===== config.mk =====
export PLATFORM = sky130hd
export DESIGN_NAME = spi_command_decoder
export DESIGN_NICKNAME = d
export VERILOG_FILES = /design/src/neopixel_pkg.sv /design/src/spi_command_decoder.sv
export SDC_FILE = /design/constraint.sdc
export NUM_CORES = 1
export LEC_CHECK = 0
export BUFFER_PORTS_ARGS = -buffer_cell sky130_fd_sc_hd__buf_2
export CORE_UTILIZATION = 50
export DETAILED_ROUTE_END_ITERATION = 10
export PLACE_DENSITY = 0.95
export SLEW_MARGIN = 20
export SYNTH_ARGS = -nofsm -noshare
export SYNTH_HDL_FRONTEND = slang
export SYNTH_SLANG_ARGS = --single-unit

===== constraint.sdc =====
create_clock -name clk -period 4.3 [get_ports clk]
set_clock_uncertainty 0.1 [all_clocks]
set_input_delay 0.86 -clock clk [delete_from_list [all_inputs] [get_ports clk]]
set_output_delay 0.86 -clock clk [all_outputs]
set_load 0.02 [all_outputs]

===== src/neopixel_pkg.sv =====
package neopixel_pkg;

	typedef logic [7:0] byte_t;
	typedef logic [7:0] addr_t;

	// DEC_FLUSH also swallows the rest of a frame with an unknown command
	typedef enum logic [1:0] {
		DEC_IDLE,
		DEC_FLUSH,
		DEC_READ_OFFSET,
		DEC_READ_DATA
	} cmd_state_t;

	typedef enum logic [1:0] {
		LOADING,
		SEND_START,
		SEND_WAIT,
		LATCH
	} strip_state_t;

	typedef enum logic [1:0] {
		SER_IDLE,
		SER_BIT_START,
		SER_BIT_WAIT
	} ser_state_t;

	typedef enum logic {
		BIT_IDLE,
		BIT_DRIVE
	} bit_state_t;

	localparam byte_t CMD_FLUSH = 8'h46;

	// WS2812 bit timing in clk cycles at 40 MHz
	localparam int BIT_CYCLES = 50;
	localparam int T1_HIGH = 32;
	localparam int T0_HIGH = 16;

endpackage

===== src/spi_command_decoder.sv =====
`timescale 1ns/1ps

module spi_command_decoder
	import neopixel_pkg::*;
#(
	parameter int NUM_STRIPS = 24
) (
	input  logic                  clk,
	input  logic                  reset,
	input  logic                  byte_done,
	input  logic                  cs_sync,
	input  byte_t                 byte_data,
	output byte_t                 write_data,
	output addr_t                 write_addr,
	output logic [NUM_STRIPS-1:0] strip_write,
	output logic                  flush
);

	cmd_state_t state, next_state;
	byte_t strip_sel;
	addr_t offset;
	logic write_cycle;

	always_comb begin
		next_state = state;
		if (byte_done) begin
			case (state)
				DEC_IDLE: begin
					if (byte_data < NUM_STRIPS)
						next_state = DEC_READ_OFFSET;
					else
						next_state = DEC_FLUSH;
				end
				DEC_READ_OFFSET: next_state = DEC_READ_DATA;
				DEC_READ_DATA: next_state = DEC_READ_DATA;
				DEC_FLUSH: next_state = DEC_FLUSH;
				default: next_state = DEC_IDLE;
			endcase
		end
	end

	// a frame ends only when chip select drops
	always_ff @(posedge clk, posedge reset) begin
		if (reset)
			state <= DEC_IDLE;
		else if (!cs_sync)
			state <= DEC_IDLE;
		else
			state <= next_state;
	end

	always_ff @(posedge clk, posedge reset) begin
		if (reset) begin
			strip_sel <= '0;
			offset <= '0;
		end else if (byte_done) begin
			if (state == DEC_IDLE)
				strip_sel <= byte_data;
			if (state == DEC_READ_OFFSET)
				offset <= byte_data;
			else if (state == DEC_READ_DATA)
				offset <= offset + 8'd1;
		end
	end

	assign write_data = byte_data;
	assign write_addr = offset;

	assign write_cycle = byte_done && (state == DEC_READ_DATA);
	assign flush = byte_done && (state == DEC_IDLE) && (byte_data == CMD_FLUSH);

	always_comb begin
		for (int i = 0; i < NUM_STRIPS; i++)
			strip_write[i] = write_cycle && (strip_sel == 8'(i));
	end

endmodule


==> out/metrics.yaml <==
status: "finished, final reports clean"
drv_cap: 0
worstMarginPinSlew_ps: 653
drive_gt1_share_pct: 41.9
synthArstFlopShare_pct: 100
crit_path_top_delay_cell: "dfrtp_1"
min_from: "strip_sel[5]"
synth.top_cell.area_share_pct: 36.8
worstSetupPathType: "register to output pin"
ios: 53
wl_per_cell_um: 14.8
finalCriticalPeriod_ps: 3300
drt-vias-per-instance: 5.79
setup_violations: 0
holdWs_ps: 457
clk_latency_ps: 290
die_w_um: 51.4
slowest_delay_ps: 800
clk_path_buf_depth: 2
yosysWarnings: 0
register_area_um2: 450
syn_nets: 150
syn2layout_area_growth_pct: 18.8
crit_chain: "inv_1, or4_1, nor2_2, buf_2"
cts_tree: "yes"
hold_viol: 0
antenna_found_initial: 0
slew_viol_final: 0
cts_buffers: 3
required_ps: 3340
cp-end-kind: "output pin"
synth.top_cells.by_area: "dfrtp_1 37%, mux2_2 7.4%, buf_4 6.8%, nor2_1 5.8%, nand3_1 4.1%"
relSlewSlack_pct: 55.3
post-route-util_pct: 64.4
place.gp.congestion: 0.903
synth_area_um2: 1220
cts.clk_slew.worst_paths_ps: 110
cp_num_buf_inv: 2
min_period_over_period_pct: 76.9
grt_max_degree: 22
worst-endpoint-arrival_ps: 2340
avgSynthCellArea_um2: 8.92
synth_edf_count: 0
start_kind: "register"
timing.setup.tns_ps: 0
power_density_nw_per_um2: 300
start_util_pct: 54.2
dr_total_vias: 1198
ctsResizeCount: 0
grt_pass1_vias: 1046
grt-ovfl-total: 0
rsz0062_at_grt: "false"
max_freq_ghz: 0.303
startpoint: "state[0]"
reg2reg_from: "state[0]"
post_cts_buffers: 0
ys_seq_area_share_pct: 36.8
drt_iter0_drc: 46
drt-pass1-iter-count: 4
drc_errors: 0
fill_cells: 198
postCtsHoldBufs: 0
crit_family: "simple AND/OR/NAND/NOR gates"
n_antenna_cell: 0
cts_max_level: 1
ys_ff_latch: 18
die_h_um: 51.4
hold_class: "register to register"
ir_worst_vdd_uv: 206
rows: 17
multi_input_area_um2: 652
totalWireLength_mm: 3.07
critPathMaxFanout: 21
synth_cell_types: 35
synthCells: 137
portBuffers: 52
yosysTopAreaCell: "dfrtp_1"
cts_root_buf: "clkbuf_4"
track_usage_pct: 25.0
grt_pass1_wl_mm: 4.95
dp_hpwl_mm: 2.26
synth_ff_type: "dfrtp_1"
antenna_left: 0
nNetsFinal: 193
core_um2: 2250
dieArea_um2: 2650
p_leak_uw: 0.000692
numClockSinks: 18
## report_power, final
| part | internal (uW) | leakage [uW] | switching (uW) |
|---|---|---|---|
| Sequential | 192 | 0.000213 | 32.9 |
| Combinational | 44.8 | 0.000458 | 60.6 |
| Clock | 51.5 | 0.0000210 | 54.4 |
## synth_stat cells, drive strengths merged (2+ instances only)
master and instances:
or4 4, o22ai 3, o21ai 5, dfrtp 18, nand4b 2, o211ai 3, nand2 8, buf 15
nor2b 2, nor2 25, nand2b 3, mux2 8, a21oi 4, inv 3, a31oi 4, a21boi 3
nand4 3, nand3 10, nand3b 2, mux2i 2
## metal layers
metal	part of all wire [%]	global-route usage, %	up-vias
met1	44	33.6	581
met4	0	5.41	0
li1	-	-	572
met3	4.3	2.98	0
met5	0	0	-
met2	52	42.6	45
## per-stage QoR
stage	total power [uW]	instances	setup slack, ps	area (um2)
after floorplan	300	137	1600	1220
after global placement	327	203	1290	1420
after detailed placement	332	203	1260	1420
after CTS	436	207	1020	1450
after global routing	458	207	836	1450
final	436	207	995	1450
## state kept, by name, summed over array words and instances (netlist names)
register	cells
state	2
write_addr	8
strip_sel	8
## cell type report
class	count	share of cell area, %
multi-input cells	101	44.9
repair buffers	53	18.4
well taps	28	2.41
clock buffers	4	2.50
inverters	3	0.775
flip-flops and latches	18	31.0
## worst paths after layout
kind                       slack (ps)  cells after the start               to
hold reg to reg                   460                      1     strip_sel[5]
min in group asynchronous         540                      2    write_addr[0]
hold / removal                    460                      1     strip_sel[5]
max in group asynchronous        3130                      2     strip_sel[3]
setup reg to reg                 2580                      3     strip_sel[6]
setup / recovery                 1000                      4  strip_write[16]
## cell families after synthesis
group | after synthesis | share of synthesized area [%]
flip-flops | 18 | 36.8
AND/OR/NAND/NOR | 66 | 30.9
AO/OA/AOI/OAI | 24 | 12.4
multiplexers | 10 | 9.01
buffers and inverters | 18 | 9.83
adder cells (fa/ha/maj) | 1 | 1.02
## cell usage in the layout, fill, tap and decap left out, types with 2 or more instances in the layout
| master | synthesis | routed |
|---|---|---|
| nor2b_1 | 2 | 2 |
| nand3_1 | 10 | 10 |
| o211ai_1 | 3 | 3 |
| a21oi_1 | 4 | 4 |
| mux2i_1 | 2 | 2 |
| nand2b_1 | 3 | 3 |
| o21ai_0 | 5 | 5 |
| o22ai_1 | 3 | 3 |
| or4_1 | 4 | 4 |
| nand3b_1 | 2 | 2 |
| nand4b_2 | 2 | 2 |
| a31oi_1 | 4 | 4 |
| clkbuf_4 | 0 | 3 |
| a21boi_0 | 3 | 3 |
| mux2_2 | 8 | 8 |
| nand2_1 | 7 | 7 |
| dfrtp_1 | 18 | 18 |
| buf_2 | 3 | 52 |
| nand4_1 | 2 | 2 |
| inv_1 | 3 | 3 |
| nor2_2 | 6 | 6 |
| nor2_1 | 19 | 19 |
(Power assumes the default switching activity.)
